===== config.mk =====
export PLATFORM = sky130hd
export DESIGN_NAME = operand_stage
export DESIGN_NICKNAME = d
export VERILOG_FILES = /design/src/rtl/exec_pkg.sv /design/src/rtl/rv_isa_pkg.sv /design/src/rtl/operand_stage.sv
export VERILOG_INCLUDE_DIRS = /design/src /design/src/rtl
export SDC_FILE = /design/constraint.sdc
export NUM_CORES = 1
export LEC_CHECK = 0
export BUFFER_PORTS_ARGS = -buffer_cell sky130_fd_sc_hd__buf_2
export CAP_MARGIN = 20
export CORE_ASPECT_RATIO = 1.25
export CORE_MARGIN = 4
export CORE_UTILIZATION = 40
export CTS_CLUSTER_SIZE = 10
export DETAILED_ROUTE_END_ITERATION = 8
export HOLD_SLACK_MARGIN = 0.08
export PLACE_DENSITY_LB_ADDON = 0.25
export SETUP_SLACK_MARGIN = 0.02
export SYNTH_ARGS = -nofsm -noshare
export SYNTH_HDL_FRONTEND = slang
export SYNTH_SLANG_ARGS = --single-unit

===== constraint.sdc =====
create_clock -name clk -period 3.15 [get_ports clk]
set_input_delay 0.1575 -clock clk [delete_from_list [all_inputs] [get_ports clk]]
set_output_delay 0.1575 -clock clk [all_outputs]
set_load 0.02 [all_outputs]

===== src/rtl/exec_cfg.svh =====
`ifndef EXEC_CFG_SVH
`define EXEC_CFG_SVH

// datapath width in bits
`define EXEC_XLEN 32

// output queue entries, a power of two from 2 upward
`define EXEC_QUEUE_DEPTH 4

`endif


===== src/rtl/exec_pkg.sv =====
`default_nettype none

package exec_pkg;

    `include "exec_cfg.svh"

    // operands, immediate and result all share one width
    typedef logic [`EXEC_XLEN-1:0] word_t;

    typedef logic [4:0] shamt_t;   // low 5 bits of the second operand

    // instruction fields as delivered by the decoder
    typedef logic [6:0] opcode_t;
    typedef logic [2:0] funct3_t;
    typedef logic [6:0] funct7_t;

endpackage

`default_nettype wire


===== src/rtl/rv_isa_pkg.sv =====
`default_nettype none

package rv_isa_pkg;

    // only these major opcodes are handled by the execute stage
    typedef enum logic [6:0] {
        OP     = 7'b0110011,   // register-register
        OP_IMM = 7'b0010011,   // register-immediate
        BRANCH = 7'b1100011    // conditional branch compare
    } opcode_e;

    // funct7 patterns, also the upper immediate bits of the shift-immediates
    localparam logic [6:0] F7_BASE = 7'b0000000;
    localparam logic [6:0] F7_ALT  = 7'b0100000;   // selects SUB and SRA

    // all sixteen codes are used, errors travel on their own signal
    typedef enum logic [3:0] {
        ADD  = 4'd0,
        SUB  = 4'd1,
        SLL  = 4'd2,
        SLT  = 4'd3,
        SLTU = 4'd4,
        XOR  = 4'd5,
        SRL  = 4'd6,
        SRA  = 4'd7,
        OR   = 4'd8,
        AND  = 4'd9,
        BEQ  = 4'd10,
        BNE  = 4'd11,
        BLT  = 4'd12,
        BGE  = 4'd13,
        BLTU = 4'd14,
        BGEU = 4'd15
    } operation_t;

endpackage

`default_nettype wire

===== src/rtl/operand_stage.sv =====
`timescale 1ns/1ps
`default_nettype none

module operand_stage (
    input  logic              clk,
    input  logic              rst_n,
    input  logic              in_valid,
    input  exec_pkg::opcode_t opcode,
    input  exec_pkg::funct3_t funct3,
    input  exec_pkg::funct7_t funct7,
    input  exec_pkg::word_t   rs1_val,
    input  exec_pkg::word_t   rs2_val,
    input  exec_pkg::word_t   imm,
    input  logic              advance,
    output logic              in_ready,
    output logic              stage_valid,
    output exec_pkg::opcode_t op_code,
    output exec_pkg::funct3_t op_funct3,
    output exec_pkg::funct7_t op_funct7,
    output exec_pkg::word_t   op_a,
    output exec_pkg::word_t   op_b
);
    import rv_isa_pkg::*;

    logic accept;

    // free slot, or the held entry moves into the queue on this edge
    assign in_ready = !stage_valid || advance;
    assign accept   = in_valid && in_ready;

    always_ff @(posedge clk)
    begin
        if (!rst_n)
        begin
            stage_valid <= 1'b0;
        end
        else if (accept)
        begin
            stage_valid <= 1'b1;   // refill, possibly in the same edge as the drain
        end
        else if (advance)
        begin
            stage_valid <= 1'b0;
        end
    end

    // payload registers
    always_ff @(posedge clk)
    begin
        if (accept)
        begin
            op_code   <= opcode;
            op_funct3 <= funct3;
            op_funct7 <= funct7;
            op_a      <= rs1_val;
            // immediate replaces rs2 only for register-immediate ops
            op_b      <= (opcode == OP_IMM) ? imm : rs2_val;
        end
    end

    // a stalled entry must reach the ALU unchanged
    held_fields_stable: assert property (
        @(posedge clk) disable iff (!rst_n)
        (stage_valid && !advance) |=> $stable({op_code, op_funct3, op_funct7, op_a, op_b})
    ) else $error("operand slot changed while stalled");

endmodule

`default_nettype wire


Word level (Yosys, flattened, before mapping)
Index checks and enable logic that the tools add are counted.
{"block": "word_totals", "register_bits": 82, "inputBits": 117, "out_inout_bits": 83}
{"block": "op_classes", "eq_ne": 1, "n_mux": 3, "n_reduce_logical": 4}
{"op": "32-bit 2-to-1 mux", "count": 1}
{"op": "7-bit by 5-bit equality test with 1-bit output, second input constant", "count": 1}
{"op": "1-bit 2-to-1 mux", "count": 2}
{"op": "2-bit nonzero test", "count": 1}
{"op": "1-bit logical AND", "count": 1}
{"op": "1-bit zero test", "count": 1}
{"op": "1-bit logical OR", "count": 1}

Logic depth before layout (Yosys ltp)
Gate-level depths: netlist of run 1.
{"block": "logic_depth", "word_depth": 4, "ltp_mapped": 4, "mapped_depth_nobuf": 3}

Worst setup path after synthesis of run 1
OpenSTA, ideal clock, no wires.
{"block": "synth_path", "kind": "register to register", "start": "reg stage_valid", "end": "reg op_a[0] (enable)", "t_arrival_ns": 2.541, "path_slack_ns": 0.161, "path_stages_with_launch": 3, "n_path_buf": 0, "synth_period_minus_slack_ns": 2.989, "path_cell_list": "dfxtp_1 nand2b_1 and2_1"}
{"block": "synth_via", "elab_chain_cells": 3}
{"item": "start, declared", "line": "operand_stage.sv:16", "source": "output logic stage_valid,"}
{"item": "start signal, assigned", "line": "operand_stage.sv:35", "source": "stage_valid <= 1'b0;"}
{"item": "start signal, assigned", "line": "operand_stage.sv:39", "source": "stage_valid <= 1'b1;"}
{"item": "start signal, assigned", "line": "operand_stage.sv:43", "source": "stage_valid <= 1'b0;"}
{"item": "1-bit zero test", "line": "operand_stage.sv:28", "source": "assign in_ready = !stage_valid || advance;"}
{"item": "1-bit logical OR", "line": "operand_stage.sv:28"}
{"item": "named net in_ready", "line": "operand_stage.sv:15", "source": "output logic in_ready,"}
{"item": "1-bit logical AND", "line": "operand_stage.sv:29", "source": "assign accept = in_valid && in_ready;"}
{"item": "named net accept", "line": "operand_stage.sv:25", "source": "logic accept;"}
{"item": "end signal, assigned", "line": "operand_stage.sv:55", "source": "op_a <= rs1_val;"}
{"item": "end, declared", "line": "operand_stage.sv:20", "source": "output exec_pkg::word_t op_a,"}
The timed path passes the listed nets, and every way through them passes these cells.
A chain may end at the register's enable or synchronous reset.

Worst setup path after layout of run 1
{"block": "layout_path", "start": "in opcode[5]", "end": "reg op_b[14], data pin"}
{"block": "layout_via", "elab_chain_cells": 2}
{"item": "start, declared", "line": "operand_stage.sv:8", "source": "input exec_pkg::opcode_t opcode,"}
{"item": "7-bit by 5-bit equality test with 1-bit output", "line": "operand_stage.sv:57", "source": "op_b <= (opcode == OP_IMM) ? imm : rs2_val;"}
{"item": "32-bit 2-to-1 mux", "line": "operand_stage.sv:57"}
{"item": "end signal, assigned", "line": "operand_stage.sv:57"}
{"item": "end, declared", "line": "operand_stage.sv:21", "source": "output exec_pkg::word_t op_b"}
Every way passes these cells.

==> results of run 1 <==
==> layout make-up <==
type                    instances  share of cell area
clock buffers                   9              0.0247
well taps                      92              0.0229
inverters                       1            0.000747
clock inverters                 7              0.0120
multi-input cells              38               0.106
flip-flops and latches         82               0.488
repair buffers                273               0.346
==> path summary, 6_finish.rpt <==
| path | to | from | depth (start not counted) |
|---|---|---|---|
| max | op_b[14] | opcode[5] | 6 |
| min | op_b[15] | imm[15] | 2 |
| max reg2reg | op_a[9] | stage_valid | 2 |
| min reg2reg | stage_valid | stage_valid | 3 |
==> registers in the layout, indices dropped and copies added (netlist names) <==
register and count:
op_b 32, op_funct7 7, stage_valid 1, op_code 7
op_funct3 3, op_a 32
==> critical path, cell delays in order <==
cell	delay, ns
dlygate4sd3_1	0.53
buf_2	0.14
nor3b_2	0.24
nand4_4	0.67
mux2_4	0.55
dlygate4sd3_1	0.56
==> through the flow <==
| stage | cell area [µm²] | setup WS [ns] | power [mW] |
|---|---|---|---|
| 2_1_floorplan | 3020 | 0.161 | 1.46 |
| 3_3_place_gp | 4100 | 1.14 | 1.59 |
| 3_5_place_dp | 4100 | 1.12 | 1.60 |
| 4_1_cts | 5000 | 0.438 | 2.38 |
| 5_1_grt | 5020 | 0.293 | 2.46 |
| 6_report | 5020 | 0.399 | 2.36 |
==> where the power goes <==
| group | total [mW] | switching (mW) | internal (mW) |
|---|---|---|---|
| Sequential | 1.29 | 0.0153 | 1.28 |
| Clock | 0.713 | 0.411 | 0.302 |
| Combinational | 0.354 | 0.173 | 0.181 |
==> layout by cell type, fill, tap and decap left out <==
master,count
buf_2,199
edfxtp_1,81
dlygate4sd3_1,74
mux2_4,30
clkbuf_8,9
inv_6,3
mux2_2,2
clkinv_4,2
nand2b_1,1
and2_4,1
nor2_1,1
nor3b_2,1
nand4_4,1
inv_1,1
a21boi_0,1
inv_8,1
clkinv_2,1
dfxtp_1,1
==> kinds of logic (layout without fill, tap and decap cells) <==
group / Yosys count / in the layout
muxes: 32 / 32
DFF: 82 / 82
and+or+nand+nor: 5 / 5
AOI/OAI and AO/OA: 1 / 1
buffers and inverters: 4 / 290
==> repair_timing <==
item | in CTS | in global routing
buffers inserted | 0 | 0
hold buffers | 72 | 2
endpoints found under the hold margin | 63 | 1
==> metal layers <==
metal | vias to the layer above | wire length, µm | share of wire
met5 | - | 0 | 0
met4 | 0 | 203 | 0.025
met3 | 19 | 873 | 0.11
met2 | 129 | 4220 | 0.52
met1 | 1012 | 2770 | 0.34
li1 | 1053 | - | -
==> metrics.csv, run 1 <==
metric;value;unit
Hold WC Path Type;in -> reg;
Area Growth Syn to Fin;66.4;%
Post-Synth Adder-Cell Area;0;
drt drc;0;
final number of hold-violating endpoints;0;
Async SR Flop Fraction;0;
outcome;finished, final reports clean;
sequential element share of the synthesized area;0.812;
Register Area;2450;µm²
largest family of logic cells by synthesized area;multiplexers;
worst slew pin tran;1.02;ns
Hold WS;0.103;ns
clk buf depth;2;
simple-gate portion of the synthesized area;0.0166;
Netlist cell types;12;
xor/xnor share of the synthesized area;0;
Vias/cell;4.41;
share of cells above drive strength 1;0.610;
first-pass GRT wire length;11900;µm
GR Overflow Total;0;
Yosys top cell by area;edfxtp_1;
Ys Warns;0;
I/O pin count;200;
antenna violations before repair;0;
Avg WL per Cell;16.1;µm
Critical Path Start Type;input pin;
GRT met2 Usage;0.316;
Worst-path clk slew;0.09;ns
Vias;2213;
dpl cells;412;
Tmin final;2.75;ns
GR Util met3;0.0678;
critical path class;in -> reg;
Max Cap Viol;0;
WP data arrival;2.86;ns
top-area cell type share of the netlist area;0.805;
Critical Path Fanout Max;32;
vias in the first global route;2369;
Final period util;0.873;
FP Rows;35;
slew margin rel.;0.317;
root buf cell;clkbuf_8;
Finish-stage setup viols;0;
post-cts resize count;0;
EDFF count, synth;81;
total track usage;0.178;
clock skew;0.00972;ns
largest net degree at the start of global routing;82;
Die H;105;µm
most frequent cell after synthesis;edfxtp_1;
number of DRC markers in iteration 0;69;
M1 GR Usage;0.181;
Worst Path Required;3.26;ns
flop-to-flop setup slack;1.48;ns
die outline width;85.7;µm
mux cell area share after synthesis;0.157;
WL final;8080;µm
total CTS buffers;9;
Peak VDD IR;0.000298;V
FF+latch count, synth;82;
Final Util;0.683;
global route hottest layer;met2;
total clock sinks;82;
leakage;2.30;nW
Compound-Gate Fraction of Synth Area;0.00249;
non-filler cells in the finished layout;502;
Syn Inst Count;124;
RD Place Congestion;0.707;
mapped cell area;3020;µm²
max-slew violation count;0;
Setup crit end kind;flop;
initial core utilization;0.411;
htree depth;3;
Max Fclk;0.363;GHz
top cells by area, synth;edfxtp_1, mux2_4, buf_6;
nets;522;
fill cell count;507;
ys flop type;edfxtp_1;
# diodes;0;
die area;9010;µm²
Setup TNS Final;0;ns
Post-Syn Nets;241;
clk_lat worst skew;0.36;ns
CTS tree;done;
RSZ-0062 raised after global routing;no;
number of port buffers;199;
area of the multi-input gates;533;µm²
synth cell count leaders;edfxtp_1, mux2_4, buf_6;
core area;7360;µm²
antenna-violating nets left;0;
PwrDens;469;nW/µm²
syn_area_per_cell;24.4;µm²
First-pass DRT Iterations;4;
Note: power is estimated with default switching activity, not from simulation.
==> run 2, diff against run 1 <==
--- a/config.mk
+++ b/config.mk
@@ -6,9 +6,10 @@
 export SDC_FILE = /design/constraint.sdc
 export NUM_CORES = 1
 export LEC_CHECK = 0
+export ABC_AREA = 1
 export BUFFER_PORTS_ARGS = -buffer_cell sky130_fd_sc_hd__buf_2
 export CAP_MARGIN = 20
-export CORE_ASPECT_RATIO = 1.25
+export CORE_ASPECT_RATIO = 0.8
 export CORE_MARGIN = 4
 export CORE_UTILIZATION = 40
 export CTS_CLUSTER_SIZE = 10
==> run 2 against run 1 <==
Via count is 23% higher. Synthesized cell count grew 62%. Flip-flop and latch count stayed put.
==> metrics.csv, run 2 <==
metric;value;unit
xor/xnor share of the synthesized area;0;
synth cell count leaders;edfxtp_1, nand2_1, nand3_1;
FF-to-FF Start;stage_valid;
CTS tree;done;
RSZ-0062 raised after global routing;no;
number of DRC markers in iteration 0;105;
max-slew violation count;0;
initial core utilization;0.409;
outcome;finished, final reports clean;
Yosys top cell by area;edfxtp_1;
Setup TNS Final;0;ns
RD Place Congestion;0.732;
clk_lat worst skew;0.34;ns
share of cells above drive strength 1;0.452;
final number of hold-violating endpoints;0;
EDFF count, synth;81;
Post-CTS Hold Fix Bufs;80;
antenna-violating nets left;0;
Tmin final;2.10;ns
die outline width;105;µm
leakage;2.36;nW
mux cell area share after synthesis;0;
post-cts resize count;0;
M1 GR Usage;0.222;
critical path class;in -> reg;
syn_area_per_cell;15.1;µm²
mapped cell area;3030;µm²
Post-CTS Setup Inserts;0;
Vias/cell;4.58;
commonest cells after routing, fill and taps aside;buf_2, edfxtp_1, dlygate4sd3_1;
largest family of logic cells by synthesized area;simple AND/OR/NAND/NOR gates;
Post-Synth Adder-Cell Area;0;
Max Fclk;0.475;GHz
final setup margin;1.05;ns
WP data arrival;2.20;ns
global route hottest layer;met2;
antenna violations before repair;0;
WL final;9140;µm
worst slew pin tran;0.798;ns
Vias;2723;
I/O pin count;200;
total track usage;0.197;
number of port buffers;199;
drt drc;0;
top cells by area, synth;edfxtp_1, nand2_1, nand3_1;
PwrDens;489;nW/µm²
total clock sinks;82;
Post-Syn Nets;318;
ys flop type;edfxtp_1;
Final period util;0.668;
Critical Path Start;opcode[5];
slew margin rel.;0.467;
First-pass DRT Iterations;4;
simple-gate portion of the synthesized area;0.149;
# diodes;0;
Area Growth Syn to Fin;69.5;%
Compound-Gate Fraction of Synth Area;0.00414;
htree depth;3;
Hold WC Path Type;in -> reg;
largest net degree at the start of global routing;82;
FF+latch count, synth;82;
clk buf depth;2;
sequential element share of the synthesized area;0.811;
Largest regs;op_a (32), op_b (32);
Hold WS;0.0948;ns
Critical Path Fanout Max;33;
first-pass GRT wire length;13800;µm
GRT met2 Usage;0.355;
GR Util met3;0.0730;
Avg WL per Cell;15.4;µm
root buf cell;clkbuf_8;
FP Rows;28;
core area;7390;µm²
vias in the first global route;2844;
total CTS buffers;9;
Final HPWL DP;5620;µm
Worst-path clk slew;0.09;ns
Worst Min Path Start;rs2_val[26];
GR Overflow Total;0;
Netlist cell types;12;
Die H;85.8;µm
Setup crit end kind;flop;
total power;2.51;mW
Finish-stage setup viols;0;
Syn Inst Count;201;
most frequent cell after synthesis;edfxtp_1;
nets;601;
dpl ws;1.28;ns
Peak VDD IR;0.000306;V
die area;9030;µm²
most common cell after layout, fill and taps aside;buf_2;
Worst Path Required;3.25;ns
top-area cell type share of the netlist area;0.804;
clock skew;0.0107;ns
Ys Warns;0;
Async SR Flop Fraction;0;
Max Cap Viol;0;
Critical Path Start Type;input pin;
## run 2: cell types whose count changed after synthesis, sizes merged
cell / change
nand2: +69
mux2: -32
nand3: +32
buf: +6
inv: +4
a21oi: +1
and2: -1
nand2b: -1
nand4: -1
nor2: +1
nor3b: -1
## run 2: metal layers
metal	share of wire	wire (µm)
met5	0	0
met4	0.0089	81
met3	0.10	915
met2	0.51	4680
met1	0.38	3470
## run 2: power breakdown
| group | total (mW) | internal [mW] | switching, mW | leakage (nW) |
|---|---|---|---|---|
| Sequential | 1.29 | 1.27 | 0.0162 | 0.792 |
| Combinational | 0.366 | 0.170 | 0.195 | 1.45 |
| Clock | 0.851 | 0.455 | 0.396 | 0.113 |
## run 2: through the flow
step / util / std cells / cell area (µm²)
global route: 0.694 / 594 / 5130
global placement: 0.555 / 498 / 4100
detailed placement: 0.555 / 498 / 4100
finish: 0.694 / 594 / 5130
CTS: 0.694 / 594 / 5130
floorplan: - / 201 / 3030
## run 2: path summary, 6_finish.rpt
check | endpoint | slack, ns | cells past startpoint
max reg2reg | op_a[14] | 1.84 | 2
min | op_b[26] | 0.09 | 3
max | op_b[28] | 1.05 | 8
min reg2reg | stage_valid | 0.55 | 2
## run 2: layout make-up
type	instances	area (µm²)
repair buffers	281	1820
multi-input cells	105	475
well taps	105	131
fillers	525	2260
inverters	5	18.8
clock inverters	7	101
flip-flops and latches	82	2450
clock buffers	9	124
## run 2: critical path, stage by stage
cell and delay (ns):
dlygate4sd3_1 0.54, buf_2 0.13, inv_1 0.07, nand2_2 0.07, nor2_4 0.61, nand2_4 0.36
nand2_1 0.15, nand2_1 0.09
## run 2: kinds of logic (layout without fill, tap and decap cells)
group           count (synthesis)  in the layout
simple gates                  103            103
flops                          82             82
buf+inv                        14            302
compound gates                  2              2
