--- config.mk ---
export PLATFORM = sky130hd
export DESIGN_NAME = result_queue
export DESIGN_NICKNAME = d
export VERILOG_FILES = /design/src/rtl/exec_pkg.sv /design/src/rtl/result_queue.sv
export VERILOG_INCLUDE_DIRS = /design/src /design/src/rtl
export SDC_FILE = /design/constraint.sdc
export NUM_CORES = 1
export LEC_CHECK = 0
export BUFFER_PORTS_ARGS = -buffer_cell sky130_fd_sc_hd__buf_2
export CORE_ASPECT_RATIO = 1.5
export CORE_MARGIN = 5
export CORE_UTILIZATION = 55
export DETAILED_ROUTE_END_ITERATION = 16
export GPL_ROUTABILITY_DRIVEN = 0
export PLACE_DENSITY = 0.78
export RECOVER_POWER = 50
export SETUP_SLACK_MARGIN = 0.1
export SKIP_LAST_GASP = 1
export SYNTH_ARGS = -nofsm -noshare
export SYNTH_HDL_FRONTEND = slang
export SYNTH_SLANG_ARGS = --single-unit
--- constraint.sdc ---
create_clock -name clk -period 3.95 [get_ports clk]
set_clock_uncertainty 0.2 [all_clocks]
set_input_delay 0.5925 -clock clk [delete_from_list [all_inputs] [get_ports clk]]
set_output_delay 0.5925 -clock clk [all_outputs]
set_load 0.02 [all_outputs]
--- src/rtl/exec_cfg.svh ---
`ifndef EXEC_CFG_SVH
`define EXEC_CFG_SVH

// datapath width in bits
`define EXEC_XLEN 32

// output queue entries, a power of two from 2 upward
`define EXEC_QUEUE_DEPTH 4

`endif

--- src/rtl/exec_pkg.sv ---
`default_nettype none

package exec_pkg;

    `include "exec_cfg.svh"

    // operands, immediate and result all share one width
    typedef logic [`EXEC_XLEN-1:0] word_t;

    typedef logic [4:0] shamt_t;   // low 5 bits of the second operand

    // instruction fields as delivered by the decoder
    typedef logic [6:0] opcode_t;
    typedef logic [2:0] funct3_t;
    typedef logic [6:0] funct7_t;

endpackage

`default_nettype wire

--- src/rtl/result_queue.sv ---
`timescale 1ns/1ps
`default_nettype none

`include "exec_cfg.svh"

module result_queue (
    input  logic            clk,
    input  logic            rst_n,
    input  logic            push_valid,
    input  exec_pkg::word_t push_result,
    input  logic            push_zero,
    input  logic            push_cond,
    input  logic            push_err,
    input  logic            out_ready,
    output logic            push_ready,
    output logic            out_valid,
    output exec_pkg::word_t result,
    output logic            zero,
    output logic            cond_jump,
    output logic            err
);
    import exec_pkg::*;

    localparam int DEPTH = `EXEC_QUEUE_DEPTH;
    localparam int PTR_W = $clog2(DEPTH);
    localparam logic [PTR_W:0] DEPTH_CNT = (PTR_W + 1)'(DEPTH);

    word_t            result_mem [DEPTH];
    logic [2:0]       flag_mem   [DEPTH];   // {zero, cond, err}
    logic [PTR_W-1:0] wr_ptr;
    logic [PTR_W-1:0] rd_ptr;
    logic [PTR_W:0]   count;
    logic             full;
    logic             push;
    logic             pop;

    assign full       = (count == DEPTH_CNT);
    assign out_valid  = (count != '0);
    assign push_ready = !full || out_ready;   // full queue still takes one if the head leaves
    assign push       = push_valid && push_ready;
    assign pop        = out_valid && out_ready;

    // fall-through head
    assign result                  = result_mem[rd_ptr];
    assign {zero, cond_jump, err}  = flag_mem[rd_ptr];

    always_ff @(posedge clk)
    begin
        if (push)
        begin
            result_mem[wr_ptr] <= push_result;
            flag_mem[wr_ptr]   <= {push_zero, push_cond, push_err};
        end
    end

    // pointers wrap on their own since depth is a power of two
    always_ff @(posedge clk)
    begin
        if (!rst_n)
        begin
            wr_ptr <= '0;
            rd_ptr <= '0;
            count  <= '0;
        end
        else
        begin
            if (push)
                wr_ptr <= wr_ptr + 1'b1;
            if (pop)
                rd_ptr <= rd_ptr + 1'b1;
            case ({push, pop})
                2'b10:   count <= count + 1'b1;
                2'b01:   count <= count - 1'b1;
                default: count <= count;   // idle, or push and pop together
            endcase
        end
    end

    // a push into a full queue only happens alongside a pop
    push_when_full: assert property (
        @(posedge clk) disable iff (!rst_n)
        (push && full) |=> full
    ) else $error("push into full queue without a matching pop");

    count_in_range: assert property (
        @(posedge clk) disable iff (!rst_n)
        count <= DEPTH_CNT
    ) else $error("queue occupancy above depth");

endmodule

`default_nettype wire

Yosys cells after proc, flatten, opt, wreduce, memory -nomap -nowiden
Memories as Yosys holds them, arrays and structs flattened. A register that Yosys moved wholly into a read port is not among the register bits.
Cells that the tools add are included.
{ "totals": {"elab_cells": 25, "memories": 2, "out_inout_bits": 37, "regBits": 7, "latchBits": 0, "mem_bits_rw": 140, "mem_bits_ro": 0, "in_bits": 39} }
{ "classes": {"n_lt_le_gt_ge": 0, "n_mux": 7, "n_shift": 0, "mul": 0, "reduce_logical": 6, "n_bitwise": 0, "div": 0, "n_addsub": 4, "n_eq_ne": 3} }
{ "mem_list": {"columns": ["memory", "depth", "word_bits", "read_ports", "rd_ports_with_merged_regs", "write_ports", "line_no", "rtl"], "rows": [
  ["result_mem", 4, 32, 1, 1, 1, "result_queue.sv:28", "word_t result_mem [DEPTH];"],
  ["flag_mem", 4, 3, 1, 1, 1, "result_queue.sv:29", "logic [2:0] flag_mem [DEPTH];"]
]} }
{ "op_table": {"columns": ["op", "n"], "rows": [
  ["2-bit two-way mux", 4],
  ["3-bit case mux with 2 select lines", 1],
  ["2-bit by 1-bit adder with 2-bit output (second input constant)", 2],
  ["3-bit by 1-bit adder with 3-bit output (second input constant)", 1],
  ["3-bit equality test (second input constant)", 1],
  ["3-bit nonzero test", 1],
  ["3-bit by 1-bit subtractor with 3-bit output (second input constant)", 1],
  ["2-bit by 1-bit equality test with 1-bit output (second input constant)", 1],
  ["2-bit equality test (second input constant)", 1],
  ["1-bit logical AND", 2],
  ["1-bit two-way mux", 2],
  ["2-bit nonzero test", 1],
  ["1-bit zero test", 1],
  ["1-bit logical OR", 1]
]} }

Logic depth before layout (Yosys ltp)
Gate-level depths: netlist (run 1).
{ "depth": {"ltp_word": 6, "mapped_depth": 10, "ltp_nobuf": 9} }

Worst setup path before layout (run 1)
No wires, ideal clock.
{ "synth_timing": {"kind": "input to register", "start": "in out_ready", "end": "reg count[2]", "n_path_buf": 1, "t_arrival_ns": 2.601, "path_stages": 10, "setup_slack_ns": 1.073, "t_required_ns": 3.674, "setup_time_ns": 0.076, "cell_sequence": "or4b_1 -> buf_2 -> and2_4 -> inv_1 -> ha_1 -> inv_1 -> fa_1 -> xor2_1 -> or3_1 -> a21boi_0"} }
{ "synth_via": {"elab_chain_len": 4, "word_cells_on_any_way": 7, "cone_classes": "eq/ne: 2; mux: 1; reduce/logical: 4"} }
{ "synth_lines": {"columns": ["item", "line_no", "rtl"], "rows": [
  ["start: declaration", "result_queue.sv:14", "input logic out_ready,"],
  ["1-bit logical OR *", "result_queue.sv:39", "assign push_ready = !full || out_ready;"],
  ["named net push_ready", "result_queue.sv:15", "output logic push_ready,"],
  ["1-bit logical AND *", "result_queue.sv:40", "assign push = push_valid && push_ready;"],
  ["2-bit by 1-bit equality test with 1-bit output / 2-bit equality test (equally long branches)", "result_queue.sv:71", "case ({push, pop})"],
  ["3-bit case mux with 2 select lines / 2-bit nonzero test (equally long branches)", null, null],
  ["end signal: assignment", "result_queue.sv:72", "2'b10: count <= count + 1'b1;"],
  ["end signal: assignment", "result_queue.sv:73", "2'b01: count <= count - 1'b1;"],
  ["end signal: assignment", "result_queue.sv:74", "default: count <= count;"],
  ["end: declaration", "result_queue.sv:32", "logic [PTR_W:0] count;"]
]} }
The timed path passes the listed nets; every way through them passes the cells marked *.
A chain may end at the register's enable or synchronous reset.

==> results of run 1 <==
[placed cells by master (no fill, tap or decap)]
master / n
edfxtp_1: 140
buf_2: 39
clkbuf_1: 37
mux4_2: 35
clkbuf_16: 17
bufinv_16: 8
dfxtp_1: 7
inv_1: 6
ha_1: 5
nand2_1: 4
and3_2: 3
and2_0: 3
xnor2_1: 3
clkinvlp_4: 3
or3_1: 2
nor2b_1: 2
o21ai_0: 2
dfxtp_2: 2
clkinv_1: 2
o31a_1: 1
or4b_1: 1
and3_1: 1
nand4_1: 1
o21ai_1: 1
o311ai_0: 1
and2_1: 1
mux2i_1: 1
xor2_1: 1
a21boi_0: 1
fa_1: 1
inv_6: 1
buf_12: 1
[state kept, by name, summed over array words and instances (netlist names), named ones only]
signal      flops
count           3
flag_mem       12
rd_ptr          2
result_mem    128
wr_ptr          2
[cells in the mapped netlist]
| master | number |
|---|---|
| nand4_1 | 1 |
| and2_1 | 3 |
| inv_1 | 6 |
| fa_1 | 1 |
| mux4_2 | 35 |
| o21ai_1 | 1 |
| nand2_1 | 4 |
| o311ai_0 | 1 |
| o31a_1 | 1 |
| and3_1 | 4 |
| edfxtp_1 | 140 |
| dfxtp_1 | 9 |
| clkbuf_1 | 5 |
| nor2b_1 | 2 |
| or3_1 | 2 |
| xnor2_1 | 3 |
| o21ai_0 | 2 |
| buf_2 | 5 |
| ha_1 | 5 |
| or4b_1 | 1 |
| mux2i_1 | 1 |
| and2_4 | 1 |
| xor2_1 | 1 |
| a21boi_0 | 1 |
[area by class of cell]
type	instances	area, um^2	share of cell area, %
flip-flops and latches	149	4390	65.7
multi-input cells	70	1070	16.0
clock buffers	18	429	6.43
repair buffers	76	350	5.25
clock inverters	14	279	4.18
well taps	115	144	2.15
inverters	6	22.5	0.337
[logic make-up (layout without fill, tap and decap cells)]
family	Yosys count	in the layout	share of synthesized area, %
AOI/OAI and AO/OA	6	6	0.726
muxes	36	36	14.5
and+or+nand+nor	18	18	1.97
buffers and inverters	16	114	1.20
DFF	149	149	79.5
adders and majority gates	6	6	1.50
xor gates and xnor gates	4	4	0.635
[stage by stage]
| step | setup WS (ns) | power (W) |
|---|---|---|
| 3_5_place_dp | 0.918 | 0.00284 |
| 5_1_grt | 0.877 | 0.00485 |
| 6_report | 1.04 | 0.00467 |
| 4_1_cts | 0.931 | 0.00473 |
| 2_1_floorplan | 1.07 | 0.00256 |
| 3_3_place_gp | 0.978 | 0.00281 |
[layer usage]
metal,track usage [%],vias to the layer above,wire (um)
met5,0,-,0
met4,6.45,0,105
met3,5.45,11,483
met2,27.4,61,5080
met1,20.0,1278,3610
li1,-,1145,-
[how the worst min path moves through the flow]
stage | slack, ns | from | to | cells past startpoint
after floorplan | 0.26 | wr_ptr[0] | wr_ptr[0] | 2
after global placement | 0.29 | wr_ptr[0] | wr_ptr[0] | 2
after detailed placement | 0.30 | wr_ptr[0] | wr_ptr[0] | 2
after CTS | 0.18 | push_result[2] | result_mem[0][2] | 1
after global routing | 0.23 | push_result[3] | result_mem[2][3] | 1
final | 0.24 | push_result[15] | result_mem[2][15] | 1
[power breakdown]
group          internal [W]  switching (W)
logic              0.000374       0.000446
clock network       0.00131       0.000580
registers           0.00186      0.0000975
[critical path, cell delays in order (launching register included)]
cell and delay, ns:
dfxtp_2 0.69, buf_12 0.29, mux4_2 0.55, buf_2 0.18
==> results.sh, run 1 <==
export IMPL_cts_resized=0
export IMPL_nNetsFinal=365
export IMPL_cts_htree_levels=4
export IMPL_area_growth_synth_to_final_pct=21.1
export IMPL_grt_pass1_wl_mm=14.8
export IMPL_violations="max-capacitance violations, max-slew violations"
export IMPL_ff2ff_setup_slack_ns=1.16
export IMPL_nFillCells=640
export IMPL_vias_per_cell=5.57
export IMPL_drv_cap=1
export IMPL_drive_gt1_share_pct=32.7
export IMPL_num_vias=2495
export IMPL_clk_latency_ns=0.40
export IMPL_cts_buffer_depth=2
export IMPL_reg2regPathDepth=9
export IMPL_synth_largest_area_cell="edfxtp_1"
export IMPL_ant_nets=0
export IMPL_crit_end="result[5]"
export IMPL_grt_pass1_vias=2705
export IMPL_die_h_um=133
export IMPL_slew_viol_final=36
export IMPL_cp_max_fo=21
export IMPL_placedCellCount=416
export IMPL_final_util_pct=68.5
export IMPL_antenna_cells=0
export IMPL_port_buffer_count=75
export IMPL_drt_pass1_iter_count=4
export IMPL_wl_per_cell_um=20.7
export IMPL_dieArea_um2=12200
export IMPL_grt_start_max_net_pins=36
export IMPL_root_buffer="clkbuf_16"
export IMPL_final_area_um2=6680
export IMPL_r2r_start="count[1]"
export IMPL_power_density_nw_per_um2=699
export IMPL_cts_tree="yes"
export IMPL_grt_ovfl_total=0
export IMPL_fin_setup_tns_ns=0
export IMPL_dpl_cell_area_um2=6020
export IMPL_rows=44
export IMPL_timing_rr_end="count[2]"
export IMPL_status="finished with violations"
export IMPL_finalNonFillerCells=448
export IMPL_dp_hpwl_mm=5.52
export IMPL_ys_warn_count=0
export IMPL_drtIter0Drc=144
export IMPL_cts_clk_slew_worst_paths_ns=0.06
export IMPL_setup_violations=0
export IMPL_drc=0
export IMPL_fmax_mhz=343
export IMPL_synth_seq_cells=149
export IMPL_synth_cell_type_count=24
export IMPL_syn_nets=280
export IMPL_seq_area_frac_synth_pct=79.5
export IMPL_core_um2=9740
export IMPL_endpoint_kind="primary output"
export IMPL_rsz0062_at_grt="false"
export IMPL_grt_use_total_pct=16.5
export IMPL_crit_type="flip-flop to primary output"
export IMPL_worstMarginPinSlew_ns=1.77
export IMPL_worstSetupStartpointType="flip-flop"
export IMPL_cts_buffers_inserted=17
export IMPL_final_hold_viol_count=0
export IMPL_power_leakage_nw=2.20
export IMPL_start_util_pct=56.6
export IMPL_peakVddDrop_mv=0.385
export IMPL_relSlewSlack_pct=-18.3
export IMPL_crit_required_ns=3.16
export IMPL_antenna_found_initial=0
export IMPL_synth_cells=235
export IMPL_hold_class="primary input to flip-flop"
export IMPL_drt_total_wl_mm=9.28
export IMPL_period_minus_slack_ns=2.91
export IMPL_final_period_utilization_pct=73.8
export IMPL_cts_setup_buffers=0
export IMPL_ios=76
export IMPL_cp_arrival_ns=2.12
export IMPL_fp_dieW_um=91.8
export IMPL_clock_sink_count=149
export IMPL_syn_avg_cell_area_um2=23.5
export IMPL_synth_area_um2=5520
export IMPL_synthTopCellsByArea="edfxtp_1 76%, mux4_2 14%, dfxtp_1 3.3%, ha_1 1.1%, xnor2_1 0.48%"
export IMPL_holdWs_ns=0.240
export IMPL_hold_buffers=0
export IMPL_synth_top_cell_area_share_pct=76.2
Power figures use the tool's default switching activity.
==> inputs of run 2 (changes only) <==
ABC_AREA = 1   (was not set)
clock period = 2.8 ns   (was 3.95 ns; I/O delays follow)
==> run 2 against run 1 <==
Effect of this change:
- the flow now finishes without violations
- largest power group unchanged
- register-to-register slack lost 0.77 ns
- global-route usage grew 2.7 points
- highest routed layer unchanged
- combinational power grew 73%
- synthesized area grew 2.8%
- largest cell class unchanged
==> results.sh, run 2 <==
export IMPL_final_common_cell="edfxtp_1"
export IMPL_synth_area_um2=5670
export IMPL_cts_resized=0
export IMPL_port_buffer_count=75
export IMPL_final_cell_mix="140 x edfxtp_1, 79 x nor2_1, 51 x o21ai_0"
export IMPL_period_minus_slack_ns=2.45
export IMPL_grt_pass1_vias=3583
export IMPL_num_vias=3513
export IMPL_clk_latency_ns=0.41
export IMPL_final_hold_viol_count=0
export IMPL_cts_clk_slew_worst_paths_ns=0.06
export IMPL_synth_fa_ha_area_share_pct=1.46
export IMPL_peakVddDrop_mv=0.588
export IMPL_hold_class="primary input to flip-flop"
export IMPL_finalNonFillerCells=626
export IMPL_ys_warn_count=0
export IMPL_relSlewSlack_pct=38.6
export IMPL_placedCellCount=594
export IMPL_ios=76
export IMPL_worstMarginPinSlew_ns=0.920
export IMPL_nNetsFinal=541
export IMPL_status="finished, final reports clean"
export IMPL_cts_tree="yes"
export IMPL_endpoint_kind="primary output"
export IMPL_grt_ovfl_total=0
export IMPL_total_power_w=0.00645
export IMPL_worstSetupStartpointType="flip-flop"
export IMPL_ant_nets=0
export IMPL_drc=0
export IMPL_rows=45
export IMPL_power_frac_comb_pct=22.0
export IMPL_wl_per_cell_um=18.3
export IMPL_synth_largest_area_cell="edfxtp_1"
export IMPL_p_seq_share_pct=41.4
export IMPL_dieArea_um2=12500
export IMPL_synth_top_cell_area_share_pct=74.2
export IMPL_grt_use_total_pct=19.2
export IMPL_synth_simple_area_share_pct=6.93
export IMPL_slowest_stage="dfxtp_2"
export IMPL_critical_path_top_delay_family="buffers and inverters"
export IMPL_setup_violations=0
export IMPL_grt_pass1_wl_mm=17.8
export IMPL_synthTopCellsByArea="edfxtp_1 74%, nor2_1 5.5%, o21ai_0 4.5%, o22ai_1 3.9%, dfxtp_1 3.2%"
export IMPL_synth_cells=410
export IMPL_start_util_pct=55.9
export IMPL_cts_buffer_depth=2
export IMPL_fp_dieW_um=92.9
export IMPL_cts_htree_levels=4
export IMPL_die_h_um=134
export IMPL_clock_sink_count=149
export IMPL_root_buffer="clkbuf_16"
export IMPL_nFillCells=690
export IMPL_drt_total_wl_mm=11.5
export IMPL_crit_type="flip-flop to primary output"
export IMPL_drt_pass1_iter_count=4
export IMPL_seq_area_frac_synth_pct=77.3
export IMPL_internal_power_w=0.00459
export IMPL_antenna_cells=0
export IMPL_fmax_mhz=409
export IMPL_syn_nets=455
export IMPL_ys_top_cells_by_count="140 x edfxtp_1, 83 x nor2_1, 51 x o21ai_0"
export IMPL_cts_buffers_inserted=17
export IMPL_synth_seq_cells=149
export IMPL_cp_max_fo=48
export IMPL_top_regs="result_mem x128, flag_mem x12, count x3"
export IMPL_synth_top_family_by_area="compound AO/OA/AOI/OAI gates"
export IMPL_largest_register_ff_count=128
export IMPL_power_leakage_nw=2.39
export IMPL_syn_avg_cell_area_um2=13.8
export IMPL_power_density_nw_per_um2=953
export IMPL_clockPowerShare_pct=36.6
export IMPL_rsz0062_at_grt="false"
export IMPL_top_register="result_mem"
export IMPL_area_growth_synth_to_final_pct=19.3
export IMPL_antenna_found_initial=0
export IMPL_drtIter0Drc=217
export IMPL_grt_start_max_net_pins=49
export IMPL_async_reset_ff_share_pct=0
export IMPL_cp_arrival_ns=1.83
export IMPL_hold_buffers=0
export IMPL_crit_required_ns=2.18
export IMPL_synth_cell_type_count=17
export IMPL_synth_xor_area_share_pct=0
export IMPL_core_um2=10100
export IMPL_slew_viol_final=0
export IMPL_post_synth_top_count_cell="edfxtp_1"
export IMPL_power_switching_w=0.00185
export IMPL_drv_cap=0
export IMPL_critical_path_max_stage_delay_ns=0.34
export IMPL_muxShareOfSynthArea_pct=0
export IMPL_final_period_utilization_pct=87.3
export IMPL_drive_gt1_share_pct=16.1
export IMPL_dp_hpwl_mm=6.67
export IMPL_synth_compound_area_share_pct=10.7
export IMPL_yosys_most_used_dff="edfxtp_1"
export IMPL_synth_edff_count=140
export IMPL_vias_per_cell=5.61
export IMPL_critPathBufInv=3
export IMPL_swShare_pct=28.8
export IMPL_crit_chain="inv_4 -> buf_12 -> nor2_1 -> o22ai_1 -> buf_2"
export IMPL_cts_setup_buffers=0
## run 2: changes by cell type after synthesis, moves of 5 or more
cell and delta:
inv_1 +11, nand2_1 +11, nand3_1 +5, buf_4 +8, a21oi_1 +5, buf_2 +7
o21ai_0 +49, mux4_2 -35, o22ai_1 +35, clkbuf_1 -5, nor2_1 +83, o21ai_1 +20
## run 2: final timing paths
kind                   startpoint                end  cells after the start  slack [ns]
hold / removal    push_result[13]  result_mem[0][13]                      1        0.07
hold reg to reg         rd_ptr[1]          flip-flop                      2        0.30
setup reg to reg         count[1]  result_mem[2][15]                      6        0.39
setup / recovery        flip-flop         result[29]                      5        0.35
## run 2: power by group through the flow
stage               combinational, W  sequential (W)  clock (W)
floorplan                   0.000976         0.00270          0
global placement             0.00140         0.00271          0
detailed placement           0.00144         0.00271          0
CTS                          0.00145         0.00267    0.00239
global route                 0.00155         0.00268    0.00249
finish                       0.00142         0.00267    0.00236
## run 2: kinds of logic (layout without fill, tap and decap cells)
logic type,Yosys count,in the layout
buf+inv,40,139
flops,149,149
simple gates,103,103
fa+ha+maj,6,6
compound gates,112,112
## run 2: metrics by stage
stage / utilization, % / hold WS [ns] / setup WS [ns] / instance area, um^2 / TNS (ns)
detailed placement: 61.2 / 0.288 / 0.615 / 6200 / 0
floorplan: - / 0.259 / -0.191 / 5670 / -26.68
finish: 66.8 / 0.0653 / 0.355 / 6770 / 0
global placement: 61.2 / 0.288 / 0.699 / 6200 / 0
CTS: 67.3 / 0.00256 / 0.308 / 6820 / 0
global route: 66.8 / 0.0667 / 0.261 / 6770 / 0
## run 2: area by class of cell
cell class / instances / area (um^2) / share of cell area, %
flip-flops and latches: 149 / 4390 / 64.8
multi-input cells: 221 / 1110 / 16.4
clock buffers: 19 / 433 / 6.40
repair buffers: 88 / 430 / 6.36
clock inverters: 13 / 186 / 2.76
well taps: 117 / 146 / 2.16
inverters: 19 / 73.8 / 1.09
## run 2: worst reg2reg max path: cells and delay by family (launching register included)
family,cells,cell delay [ns]
and+or+nand+nor,4,0.52
buffers and inverters,2,0.95
DFF,1,0.36
## run 2: metal layers
layer  vias to the layer above  wire (um)  global-route usage [%]
met5                         -          0                       0
met4                         0        157                    6.93
met3                        14        643                    5.89
met2                       124       6350                    35.4
met1                      1698       4320                    20.3
li1                       1677          -                       -
